===== src/pkgMpu.sv =====
//////////////////////////////
// Shared sizes and packed types of the MPU commit path
// Every RTL file refers to these by pkgMpu:: scoped names
//////////////////////////////
`default_nettype none

package pkgMpu;

	//////////////////////////////
	// Sizes
	//////////////////////////////

	localparam int numEntry = 8;		// Commit table entries
	localparam int slotWidth = 3;		// log2 of numEntry
	localparam int numLanes = 3;		// Execution lanes on the completion bus
	localparam int issueNoWidth = 8;

	// Pipeline depth per lane, deliberately unequal so lanes finish out of order
	localparam int laneDepth [numLanes] = '{2, 4, 7};

	//////////////////////////////
	// Types
	//////////////////////////////

	typedef logic [slotWidth-1:0] slotT;		// Index into the commit table
	typedef logic [issueNoWidth-1:0] issueNoT;	// Program-order tag
	typedef logic [1:0] laneSelT;				// Lane index, value 3 unused
	typedef logic [numLanes-1:0] laneMaskT;		// One bit per lane

	// Dispatch request
	typedef struct packed {
		issueNoT issueNo;
		laneSelT lane;
	} issueReqT;

	// Operation in flight through a lane
	typedef struct packed {
		slotT slot;			// Where to report done
		issueNoT issueNo;
	} laneOpT;

	// Completion bus payload
	typedef struct packed {
		slotT slot;
	} completionT;

endpackage

`default_nettype wire


===== src/ringBufferControl.sv =====
//////////////////////////////
// Pointer pair and occupancy count for a ring of table entries
//////////////////////////////
`default_nettype none

module ringBufferControl (
	input wire logic clock,
	input wire logic reset,
	input wire logic write,		// Caller guarantees not full
	input wire logic read,		// Caller guarantees not empty
	output pkgMpu::slotT writeSlot,
	output pkgMpu::slotT readSlot,
	output logic full,
	output logic empty
);

	localparam int countWidth = pkgMpu::slotWidth + 1;	// Must hold numEntry itself

	pkgMpu::slotT writePtr;
	pkgMpu::slotT readPtr;
	logic [countWidth-1:0] count;

	// Wrap at numEntry, not just at the power of two
	function automatic pkgMpu::slotT nextSlot(input pkgMpu::slotT ptr);
		if (ptr == pkgMpu::slotT'(pkgMpu::numEntry - 1)) begin
			return '0;
		end
		return ptr + 1'b1;
	endfunction

	always_ff @(posedge clock) begin
		if (reset) begin
			writePtr <= '0;
			readPtr <= '0;
			count <= '0;
		end else begin
			if (write) begin
				writePtr <= nextSlot(writePtr);
			end
			if (read) begin
				readPtr <= nextSlot(readPtr);
			end
			case ({write, read})
				2'b10: count <= count + 1'b1;
				2'b01: count <= count - 1'b1;
				default: count <= count;	// Both or neither, level stays
			endcase
		end
	end

	assign writeSlot = writePtr;
	assign readSlot = readPtr;

	// Flags from the count only
	assign full = (count == countWidth'(pkgMpu::numEntry));
	assign empty = (count == '0);

endmodule

`default_nettype wire


===== src/commitTable.sv =====
//////////////////////////////
// Commit table: slot allocation at issue, done marking at completion
// Retires the oldest entry once done, one per cycle, in issue order
//////////////////////////////
`default_nettype none

module commitTable (
	input wire logic clock,
	input wire logic reset,
	input wire logic allocate,					// Accepted issue, never while full
	output pkgMpu::slotT allocSlot,
	input wire pkgMpu::completionT completion,
	input wire logic completionValid,
	output logic full,
	output logic commitValid,
	output pkgMpu::issueNoT commitNo,
	input wire pkgMpu::issueNoT issueNo			// Tag stored at allocation
);

	//////////////////////////////
	// Entry state
	//////////////////////////////

	logic [pkgMpu::numEntry-1:0] entryValid;
	logic [pkgMpu::numEntry-1:0] entryDone;
	pkgMpu::issueNoT entryIssueNo [pkgMpu::numEntry];

	pkgMpu::slotT writeSlot;
	pkgMpu::slotT headSlot;
	logic empty;
	logic pop;

	ringBufferControl i_ringBufferControl (
		.clock(clock),
		.reset(reset),
		.write(allocate),
		.read(pop),
		.writeSlot(writeSlot),
		.readSlot(headSlot),
		.full(full),
		.empty(empty)
	);

	assign allocSlot = writeSlot;

	// Head ready to retire
	assign pop = ~empty & entryValid[headSlot] & entryDone[headSlot];

	// Valid and done bits
	always_ff @(posedge clock) begin
		if (reset) begin
			entryValid <= '0;
			entryDone <= '0;
		end else begin
			if (pop) begin
				entryValid[headSlot] <= 1'b0;	// Entry frees at the pop edge
			end
			if (completionValid) begin
				entryDone[completion.slot] <= 1'b1;
			end
			// Slot written here is never the head being popped
			if (allocate) begin
				entryValid[writeSlot] <= 1'b1;
				entryDone[writeSlot] <= 1'b0;
			end
		end
	end

	// Tag storage
	always_ff @(posedge clock) begin
		if (allocate) begin
			entryIssueNo[writeSlot] <= issueNo;
		end
	end

	//////////////////////////////
	// Commit output
	//////////////////////////////

	always_ff @(posedge clock) begin
		if (reset) begin
			commitValid <= 1'b0;
		end else begin
			commitValid <= pop;		// One cycle after the head is ready
		end
	end

	always_ff @(posedge clock) begin
		if (pop) begin
			commitNo <= entryIssueNo[headSlot];
		end
	end

endmodule

`default_nettype wire


===== src/executionLane.sv =====
//////////////////////////////
// Fixed-depth lane pipeline, last stage waits for the completion bus
//////////////////////////////
`default_nettype none

module executionLane #(
	parameter int depth = 2		// Stages between load and request
) (
	input wire logic clock,
	input wire logic reset,
	input wire logic load,		// Never asserted while busy
	input wire pkgMpu::laneOpT op,
	output logic request,
	input wire logic grant,
	output pkgMpu::laneOpT result,
	output logic busy
);

	logic [depth-1:0] stageValid;
	pkgMpu::laneOpT stageOp [depth];
	logic stall;

	// Last stage holds the bus request
	assign request = stageValid[depth-1];
	assign result = stageOp[depth-1];

	// Ungranted request freezes the whole lane
	assign stall = request & ~grant;
	assign busy = stall;

	//////////////////////////////
	// Valid chain
	//////////////////////////////

	always_ff @(posedge clock) begin
		if (reset) begin
			stageValid <= '0;
		end else if (!stall) begin
			stageValid[0] <= load;
			for (int s = 1; s < depth; s++) begin
				stageValid[s] <= stageValid[s-1];
			end
		end
	end

	// Payload moves with the valid bits
	always_ff @(posedge clock) begin
		if (!stall) begin
			if (load) begin
				stageOp[0] <= op;
			end
			for (int s = 1; s < depth; s++) begin
				stageOp[s] <= stageOp[s-1];
			end
		end
	end

endmodule

`default_nettype wire


===== src/completionArbiter.sv =====
//////////////////////////////
// Round-robin grant of the shared completion bus
//////////////////////////////
`default_nettype none

module completionArbiter (
	input wire logic clock,
	input wire logic reset,
	input wire pkgMpu::laneMaskT request,
	output pkgMpu::laneMaskT grant		// One-hot or zero
);

	pkgMpu::laneSelT lastWinner;
	pkgMpu::laneSelT winner;

	// Search starts at the lane after the last winner
	always_comb begin
		int idx;
		grant = '0;
		winner = lastWinner;
		for (int k = 1; k <= pkgMpu::numLanes; k++) begin
			idx = (int'(lastWinner) + k) % pkgMpu::numLanes;
			if (grant == '0 && request[idx]) begin
				grant[idx] = 1'b1;
				winner = pkgMpu::laneSelT'(idx);
			end
		end
	end

	// Pointer moves on a grant only
	always_ff @(posedge clock) begin
		if (reset) begin
			lastWinner <= pkgMpu::laneSelT'(pkgMpu::numLanes - 1);	// Lane 0 first
		end else if (|grant) begin
			lastWinner <= winner;
		end
	end

endmodule

`default_nettype wire


===== src/mpuCommitUnit.sv =====
//////////////////////////////
// MPU retirement path top: issue accept, lanes, completion arbiter
// and commit table; dispatch drives issue, commits come out in order
//////////////////////////////
`default_nettype none

module mpuCommitUnit (
	input wire logic clock,
	input wire logic reset,
	input wire logic issueValid,
	input wire pkgMpu::issueReqT issue,
	output logic full,
	output pkgMpu::laneMaskT laneBusy,
	output logic commitValid,
	output pkgMpu::issueNoT commitNo
);

	//////////////////////////////
	// Issue accept
	//////////////////////////////

	logic laneExists;
	logic accepted;
	pkgMpu::slotT allocSlot;
	pkgMpu::laneMaskT laneLoad;
	pkgMpu::laneOpT newOp;

	assign laneExists = (int'(issue.lane) < pkgMpu::numLanes);	// Lane 3 is dropped
	assign accepted = issueValid & ~full & laneExists & ~laneBusy[issue.lane];

	// One-hot load to the target lane
	always_comb begin
		laneLoad = '0;
		for (int i = 0; i < pkgMpu::numLanes; i++) begin
			laneLoad[i] = accepted && (int'(issue.lane) == i);
		end
	end

	assign newOp = '{slot: allocSlot, issueNo: issue.issueNo};

	//////////////////////////////
	// Lanes
	//////////////////////////////

	pkgMpu::laneMaskT laneRequest;
	pkgMpu::laneMaskT laneGrant;
	pkgMpu::laneOpT laneResult [pkgMpu::numLanes];

	for (genvar i = 0; i < pkgMpu::numLanes; i++) begin : genLane
		executionLane #(
			.depth(pkgMpu::laneDepth[i])
		) i_executionLane (
			.clock(clock),
			.reset(reset),
			.load(laneLoad[i]),
			.op(newOp),
			.request(laneRequest[i]),
			.grant(laneGrant[i]),
			.result(laneResult[i]),
			.busy(laneBusy[i])
		);
	end

	completionArbiter i_completionArbiter (
		.clock(clock),
		.reset(reset),
		.request(laneRequest),
		.grant(laneGrant)
	);

	// Granted lane's slot onto the bus
	pkgMpu::completionT completion;
	logic completionValid;

	always_comb begin
		completion = '0;
		for (int i = 0; i < pkgMpu::numLanes; i++) begin
			if (laneGrant[i]) begin
				completion.slot = laneResult[i].slot;
			end
		end
	end

	assign completionValid = |laneGrant;

	//////////////////////////////
	// Commit table
	//////////////////////////////

	commitTable i_commitTable (
		.clock(clock),
		.reset(reset),
		.allocate(accepted),
		.allocSlot(allocSlot),
		.completion(completion),
		.completionValid(completionValid),
		.full(full),
		.commitValid(commitValid),
		.commitNo(commitNo),
		.issueNo(issue.issueNo)
	);

endmodule

`default_nettype wire


===== config.mk =====
export PLATFORM = sky130hd
export DESIGN_NAME = mpuCommitUnit
export DESIGN_NICKNAME = d
export VERILOG_FILES = /design/src/pkgMpu.sv /design/src/ringBufferControl.sv /design/src/commitTable.sv /design/src/executionLane.sv /design/src/completionArbiter.sv /design/src/mpuCommitUnit.sv
export SDC_FILE = /design/constraint.sdc
export NUM_CORES = 1
export LEC_CHECK = 0
export ABC_AREA = 1
export ABC_CLOCK_PERIOD_IN_PS = 12600
export BUFFER_PORTS_ARGS = -buffer_cell sky130_fd_sc_hd__buf_2
export CAP_MARGIN = 15
export CORE_AREA = 4 4 212 194
export DETAILED_ROUTE_END_ITERATION = 10
export DIE_AREA = 0 0 216 198
export PLACE_DENSITY = 0.4
export SKIP_LAST_GASP = 1
export SYNTH_ARGS = -nofsm -noshare
export SYNTH_HDL_FRONTEND = slang
export SYNTH_HIERARCHICAL = 1
export SYNTH_SLANG_ARGS = --single-unit

===== constraint.sdc =====
create_clock -name clock -period 12.6 [get_ports clock]
set_input_delay 2.52 -clock clock [delete_from_list [all_inputs] [get_ports clock]]
set_output_delay 2.52 -clock clock [all_outputs]
set_load 0.05 [all_outputs]

* Word-level counts from Yosys, hierarchy flattened *
Memory sizes are Yosys's and may differ from the RTL's. A register that Yosys moved wholly into a read port is not among the register bits.
Index checks and enable logic that the tools add are counted.

cells by class
  add/subtract/negate cells = 7
  div/mod/pow operators = 3
  magnitude comparators = 14
  equal/unequal tests = 7
  multiplexer cells = 67
  bitwise logic cells = 22
  reduce and logical (&&, ||, !) cells = 19

operators with widths
  operator                 count
  $ge A32 B1 Y1 const B    3
  $lt A32 B4 Y1 const B    3
  $mod A32 B3 Y32 const B  3
  $mux W8                  6
  $mux W1                  35
  $mux W3                  10
  $and A8 B8 Y8            2
  $not A8 Y8               2
  $or A8 B8 Y8             2
  $lt A3 B4 Y1 const B     3
  $logic_and A1 B1 Y1      11
  $demux W1 S3             3
  $ge A3 B1 Y1 const B     3
  $and A1 B1 Y1            8
  $bmux W1 S2              4
  $pmux W4 S2              1
  $add A2 B2 Y3 const B    2
  $add A3 B1 Y3 const B    2
  $bmux W1 S3              2
  $demux W1 S2             3
  $eq A2 B2 Y1 const B     3
  $eq A3 B3 Y1 const B     2
  $logic_not A3 Y1         2
  $mux W2                  3
  other kinds (15)         21

word-level totals
  register bits = 42
  memory bits (writable) = 207
  input bits = 13
  output and inout bits = 13
  word-level logic and storage cells = 153
  memories = 4

memory list
  memory                              words  bits a word  rd ports  clocked after Yosys merged registers in  write ports  RTL line             text
  genLane[2].i_executionLane.stageOp  7      11           7         0                                        7            executionLane.sv:20  pkgMpu::laneOpT stageOp [depth];
  i_commitTable.entryIssueNo          8      8            1         1                                        1            commitTable.sv:26    pkgMpu::issueNoT entryIssueNo [pkgMpu::numEntry];
  genLane[1].i_executionLane.stageOp  4      11           4         0                                        4            executionLane.sv:20
  genLane[0].i_executionLane.stageOp  2      11           2         0                                        2            executionLane.sv:20

* Longest topological paths before layout *
  word-level depth = 25
  gate-level depth with buffers = 31
  gate-level depth less buffers = 31

* Hierarchy *
The synthesis kept the hierarchy.

by module, submodules not included
  module                                      times used  cells each  area an instance (µm²)  sequential area each (µm²)
  commitTable                                 1           308         3550.9                  2502.4
  executionLane (genLane[2].i_executionLane)  1           114         2588.7                  2452.4
  executionLane (genLane[1].i_executionLane)  1           66          1480.2                  1401.3
  executionLane (genLane[0].i_executionLane)  1           44          833.3                   700.7
  ringBufferControl                           1           73          554.3                   200.2
  completionArbiter                           1           80          449.2                   40.0
  mpuCommitUnit                               1           37          177.7                   0.0

* Worst setup path after synthesis *
No wires, ideal clock.

  path type = reg2out
  start point = register i_completionArbiter.lastWinner[0]
  end point = output laneBusy[2]
  arrival time = 3.065 ns
  data required time = 10.080 ns
  setup slack = 7.015 ns
  stages on the path, launching flop included = 14
  buffers on the path = 0
  cell sequence = dfxtp_1 inv_1 ha_1 inv_2 nand3_1 nand3_2 nand2_2 nand3_2 nor2_4 nand2_1 nand2_2 inv_2 nand2_2 clkinv_2

between the ends
  word-level cells in the longest chain between the ends = 15
  elaborated cells between the ends (all ways) = 41
  those cells by class = add/sub: 3; div: 3; order compare: 6; mux: 18; bitwise: 4; reduce/logical: 7

RTL lines
  element                                                               RTL line                 text
  start, declared                                                       completionArbiter.sv:13  pkgMpu::laneSelT lastWinner;
  start signal, assigned                                                completionArbiter.sv:33  lastWinner <= pkgMpu::laneSelT'(pkgMpu::numLanes - 1);
  start signal, assigned                                                completionArbiter.sv:35  lastWinner <= winner;
  $add A2 B1 Y3                                                         completionArbiter.sv:22  idx = (int'(lastWinner) + k) % pkgMpu::numLanes;
  $mod A32 B3 Y32                                                       completionArbiter.sv:22
  $ge A32 B1 Y1 (implied by the code) or $lt A32 B4 Y1 (tied branches)  completionArbiter.sv:24  grant[idx] = 1'b1;
  $logic_and A1 B1 Y1 (implied by the code)                             completionArbiter.sv:24
  $mux W1 (implied by the code)                                         completionArbiter.sv:24
  $demux W1 S2                                                          n/a
  $mux W3                                                               completionArbiter.sv:23  if (grant == '0 && request[idx]) begin
  $logic_not A3 Y1                                                      completionArbiter.sv:23
  $logic_and A1 B1 Y1                                                   completionArbiter.sv:23
  $mux W3                                                               completionArbiter.sv:23
  $logic_not A3 Y1                                                      completionArbiter.sv:23
  $logic_and A1 B1 Y1                                                   completionArbiter.sv:23
  $mux W3 (*)                                                           completionArbiter.sv:23
  via laneGrant[2]                                                      mpuCommitUnit.sv:46      pkgMpu::laneMaskT laneGrant;
  $not A1 Y1 (*)                                                        executionLane.sv:28      assign stall = request & ~grant;
  $and A1 B1 Y1 (*)                                                     executionLane.sv:28
  end, declared                                                         mpuCommitUnit.sv:13      output pkgMpu::laneMaskT laneBusy,

Mark *: on every way through the listed nets, which the timed path passes. The rest lies on a longest branch. The select of a mux whose other input is x is not followed.

* Worst setup path in the final report *
Same ends and word-level chain as after synthesis.

==> out/metrics.sh <==
OUTCOME='finished clean'
NETS_IN_THE_SYNTHESIZED_NETLIST=634
MAX_SLEW_MARGIN_PCT=43.80
FINISHED_LAYOUT_CELLS=1200
CRITICAL_PATH_ARRIVAL_PS=3230
REG2REG_SLACK_PS=8280
DRT.ANTENNA.VIOLATING_NETS=0
POSTLAYOUTCOREUTIL_PCT=20.06
WORSTSETUPPATHDEPTH=14
RR_STARTPOINT='i_completionArbiter/lastWinner[0]'
GRT_SETUP_UNREPAIRED='false'
TIMING.SETUP.CRITICAL_PATH_CLASS='flip-flop to output pin'
HTREE_LEVELS=4
TIMING_WORST_SLEW_PIN_VALUE_PS=842.1
POST_DETAILED_PLACEMENT_HALF_PERIMETER_WIRELENGTH_MM=9.682
NUMBER_OF_VIAS_AFTER_DETAILED_ROUTING=4183
TIMING.CRITICAL_PATH.TO='laneBusy[2]'
TIMING.CLOCK.SKEW_PS=11.66
HOLD_CLASS='flip-flop to flip-flop'
CLK_PATH_BUF_DEPTH=2
PORT_BUFFERS=25
DIEAREA_UM2=42770
POST_CTS_BUFFERS=0
PATH_COMMON_CELL='sky130_fd_sc_hd__nand2_2'
FP.COREAREA_UM2=38940
DR.FIRST_ITER.DRC_COUNT=262
NUMBER_OF_CELLS_IN_THE_DESIGN_AFTER_PLACEMENT=1167
CLK_PIN_SLEW_PS=60
CRIT_FAMILY='simple AND/OR/NAND/NOR gates'
ANTENNA_FOUND_INITIAL=1
RR_WORST_DEPTH=27
NFILLCELLS=4227
CLOCK_SINKS=153
CTS_MADE_BUFFERS=17
FINALHOLDVIOLCOUNT=0
HOLD_BUFFERS=0
MAX_FO_CRITICAL_PATH=21
TIMING.CRITICAL_PATH.SLOWEST_CELL_DELAY_PS=440
MAX_SLEW_VIOLATION_COUNT=0
SYNTHESIS.YOSYS.WARNINGS=6
BOUNDARYPINS=26
DIE_X_UM=216
POSTCTSRESIZEDCELLS=0
LAYOUT-DRIVE-GT1-SHARE_PCT=19.04
CORE.ROWCOUNT=69
FIN_TNS_SETUP_PS=0
GR-USAGE-ALL-LAYERS_PCT=7.342
VDD_IR_DROP_MAX_mV=0.09057
GRT_MAX_DEGREE=32
STATIC-LEAKAGE-POWER_nW=2.950
PATH_CELLS='inv_1 > ha_1 > inv_2 > nand3_1 > nand3_2 > nand2_2 > nand3_2 > nor2_4 > nand2_1 > nand2_2 > inv_2 > nand2_2 > clkinv_2 > buf_2'
AVGROUTEDWIREPERCELL_UM=12.60
FMAX_MHz=174.0
FIN_NETS=678
CTS_ROOT_BUF='sky130_fd_sc_hd__clkbuf_16'
SYN_AVG_CELL_AREA_UM2=10.58
DRT_PASS1_ITERATIONS=4
SLOWEST_STAGE='sky130_fd_sc_hd__ha_1'
R2R-END='i_commitTable/i_ringBufferControl/count[2]'
FIRST_GLOBAL_VIAS=4164
START_UTIL_PCT=16.57
DIE_Y_UM=198
CRIT_PATH_START='i_completionArbiter/lastWinner[0]'
ROUTE.DETAILED.DRC=0
POWER_DENSITY_nW_PER_UM2=178.1
POST_DRT_VIA_CELL_RATIO=3.486
WORSTSETUPENDPOINTTYPE='output pin'
CRIT_PATH_START_KIND='flip-flop'
CTS_TREE='built'
SYNTHESIS.INSTANCES=610
PERIOD_SHARE_PCT=45.60
REQUIRED_PS=10080
GRT_FIRST_PASS_WIRELENGTH_MM=23.72
GLOBALROUTEOVERFLOWTOTAL=0
POST-ROUTE-MIN-PERIOD_PS=5746
WL_MM=15.12
P_R_AREA_GROWTH_VS_SYN_PCT=21.10
WORST-PATH-BUF-INV=5
FINALSETUPVIOLATIONS=0
WORST_SKEW_PAIR_LATER_PIN_LATENCY_PS=430
ROUTABILITYCONGESTION=0.7491
MAX_CAP_VIOL_COUNT=0
SYNTH.CELL_AREA_UM2=6451
[final cells by class]
| cell class | instances | area [um2] | share of cell area (%) |
|---|---|---|---|
| Tap cell | 532 | 665.6 | 8.520 |
| Timing Repair Buffer | 32 | 177.7 | 2.274 |
| Sequential cell | 153 | 4174 | 53.43 |
| Clock inverter | 13 | 130.1 | 1.666 |
| Clock buffer | 19 | 432.9 | 5.541 |
| Multi-Input combinational cell | 365 | 1909 | 24.44 |
| Inverter | 85 | 320.3 | 4.100 |
| Antenna cell | 1 | 2.502 | 0.03203 |
[per-stage QoR]
| stage | total power, W | instance area [um2] | hold WS, ps | worst slack [ps] |
|---|---|---|---|---|
| 6_report | 0.001391 | 7812 | 414.3 | 6854 |
| 5_1_grt | 0.001477 | 7810 | 416.9 | 6513 |
| 4_1_cts | 0.001415 | 7810 | 414.6 | 6783 |
| 3_5_place_dp | 0.0009126 | 7247 | 406.1 | 7273 |
| 3_3_place_gp | 0.0009136 | 7247 | 400.6 | 7324 |
| 2_1_floorplan | 0.0008375 | 6451 | 400.3 | 7783 |
[worst min-delay path by stage]
stage	slack (ps)	start	endpoint	cells after the start
6_report	410	genLane[1].i_executionLane/stageOp[2][8]	genLane[1].i_executionLane/stageOp[3][8]	0
5_1_grt	420	genLane[1].i_executionLane/stageOp[2][8]	genLane[1].i_executionLane/stageOp[3][8]	0
4_1_cts	410	genLane[1].i_executionLane/stageOp[2][8]	genLane[1].i_executionLane/stageOp[3][8]	0
3_5_place_dp	410	genLane[2].i_executionLane/stageOp[1][9]	genLane[2].i_executionLane/stageOp[2][9]	0
3_3_place_gp	400	genLane[1].i_executionLane/stageOp[2][9]	genLane[1].i_executionLane/stageOp[3][9]	0
2_1_floorplan	400	genLane[0].i_executionLane/stageOp[0][8]	genLane[0].i_executionLane/stageOp[0][19]	0
[cell usage in the layout, fill, tap and decap left out, types with 2 or more instances in the layout]
cell	n
sky130_fd_sc_hd__a22oi_1	6
sky130_fd_sc_hd__nor2_1	59
sky130_fd_sc_hd__edfxtp_1	111
sky130_fd_sc_hd__nand2_2	19
sky130_fd_sc_hd__xnor2_1	2
sky130_fd_sc_hd__clkinv_1	3
sky130_fd_sc_hd__nand3_1	31
sky130_fd_sc_hd__nand4_1	11
sky130_fd_sc_hd__clkbuf_16	17
sky130_fd_sc_hd__buf_2	25
sky130_fd_sc_hd__a21oi_1	26
sky130_fd_sc_hd__o21ai_0	9
sky130_fd_sc_hd__dfxtp_1	42
sky130_fd_sc_hd__inv_2	15
sky130_fd_sc_hd__o21ai_1	2
sky130_fd_sc_hd__clkbuf_1	2
sky130_fd_sc_hd__ha_1	11
sky130_fd_sc_hd__inv_1	68
sky130_fd_sc_hd__clkinvlp_4	4
sky130_fd_sc_hd__nor3_1	12
sky130_fd_sc_hd__nand3b_1	7
sky130_fd_sc_hd__buf_4	7
sky130_fd_sc_hd__nor2_4	6
sky130_fd_sc_hd__clkinv_2	4
sky130_fd_sc_hd__nand3_2	7
sky130_fd_sc_hd__a21oi_2	9
sky130_fd_sc_hd__nor2_2	9
sky130_fd_sc_hd__a221oi_1	7
sky130_fd_sc_hd__bufinv_16	2
sky130_fd_sc_hd__o2bb2ai_1	2
sky130_fd_sc_hd__nand2_1	128
[report_power, final]
group          switching, W  total [W]  internal [W]
Combinational      0.000189   0.000271     0.0000822
Clock              0.000203   0.000492      0.000290
Sequential        0.0000267   0.000628      0.000601
Total              0.000418    0.00139      0.000973
[routing by layer]
| metal | vias to the layer above | share of wire, % | global-route usage, % |
|---|---|---|---|
| li1 | 2136 | - | - |
| met1 | 1988 | 49 | 9.343 |
| met2 | 45 | 47 | 11.89 |
| met3 | 14 | 2.3 | 2.025 |
| met4 | 0 | 1.6 | 2.915 |
| met5 | - | 0 | 0 |
[state kept, by name (all words and copies together) (netlist names)]
name,flops
i_commitTable/i_ringBufferControl/readSlot,3
i_completionArbiter/lastWinner,2
i_commitTable/commitValid,1
i_commitTable/commitNo,8
i_commitTable/entryValid,8
i_commitTable/entryDone,8
genLane.i_executionLane/stageValid,13
genLane.i_executionLane/stageOp,39
i_commitTable/i_ringBufferControl/writeSlot,3
i_commitTable/entryIssueNo,64
i_commitTable/i_ringBufferControl/count,4
No activity file was read; power rests on OpenSTA's default activity.
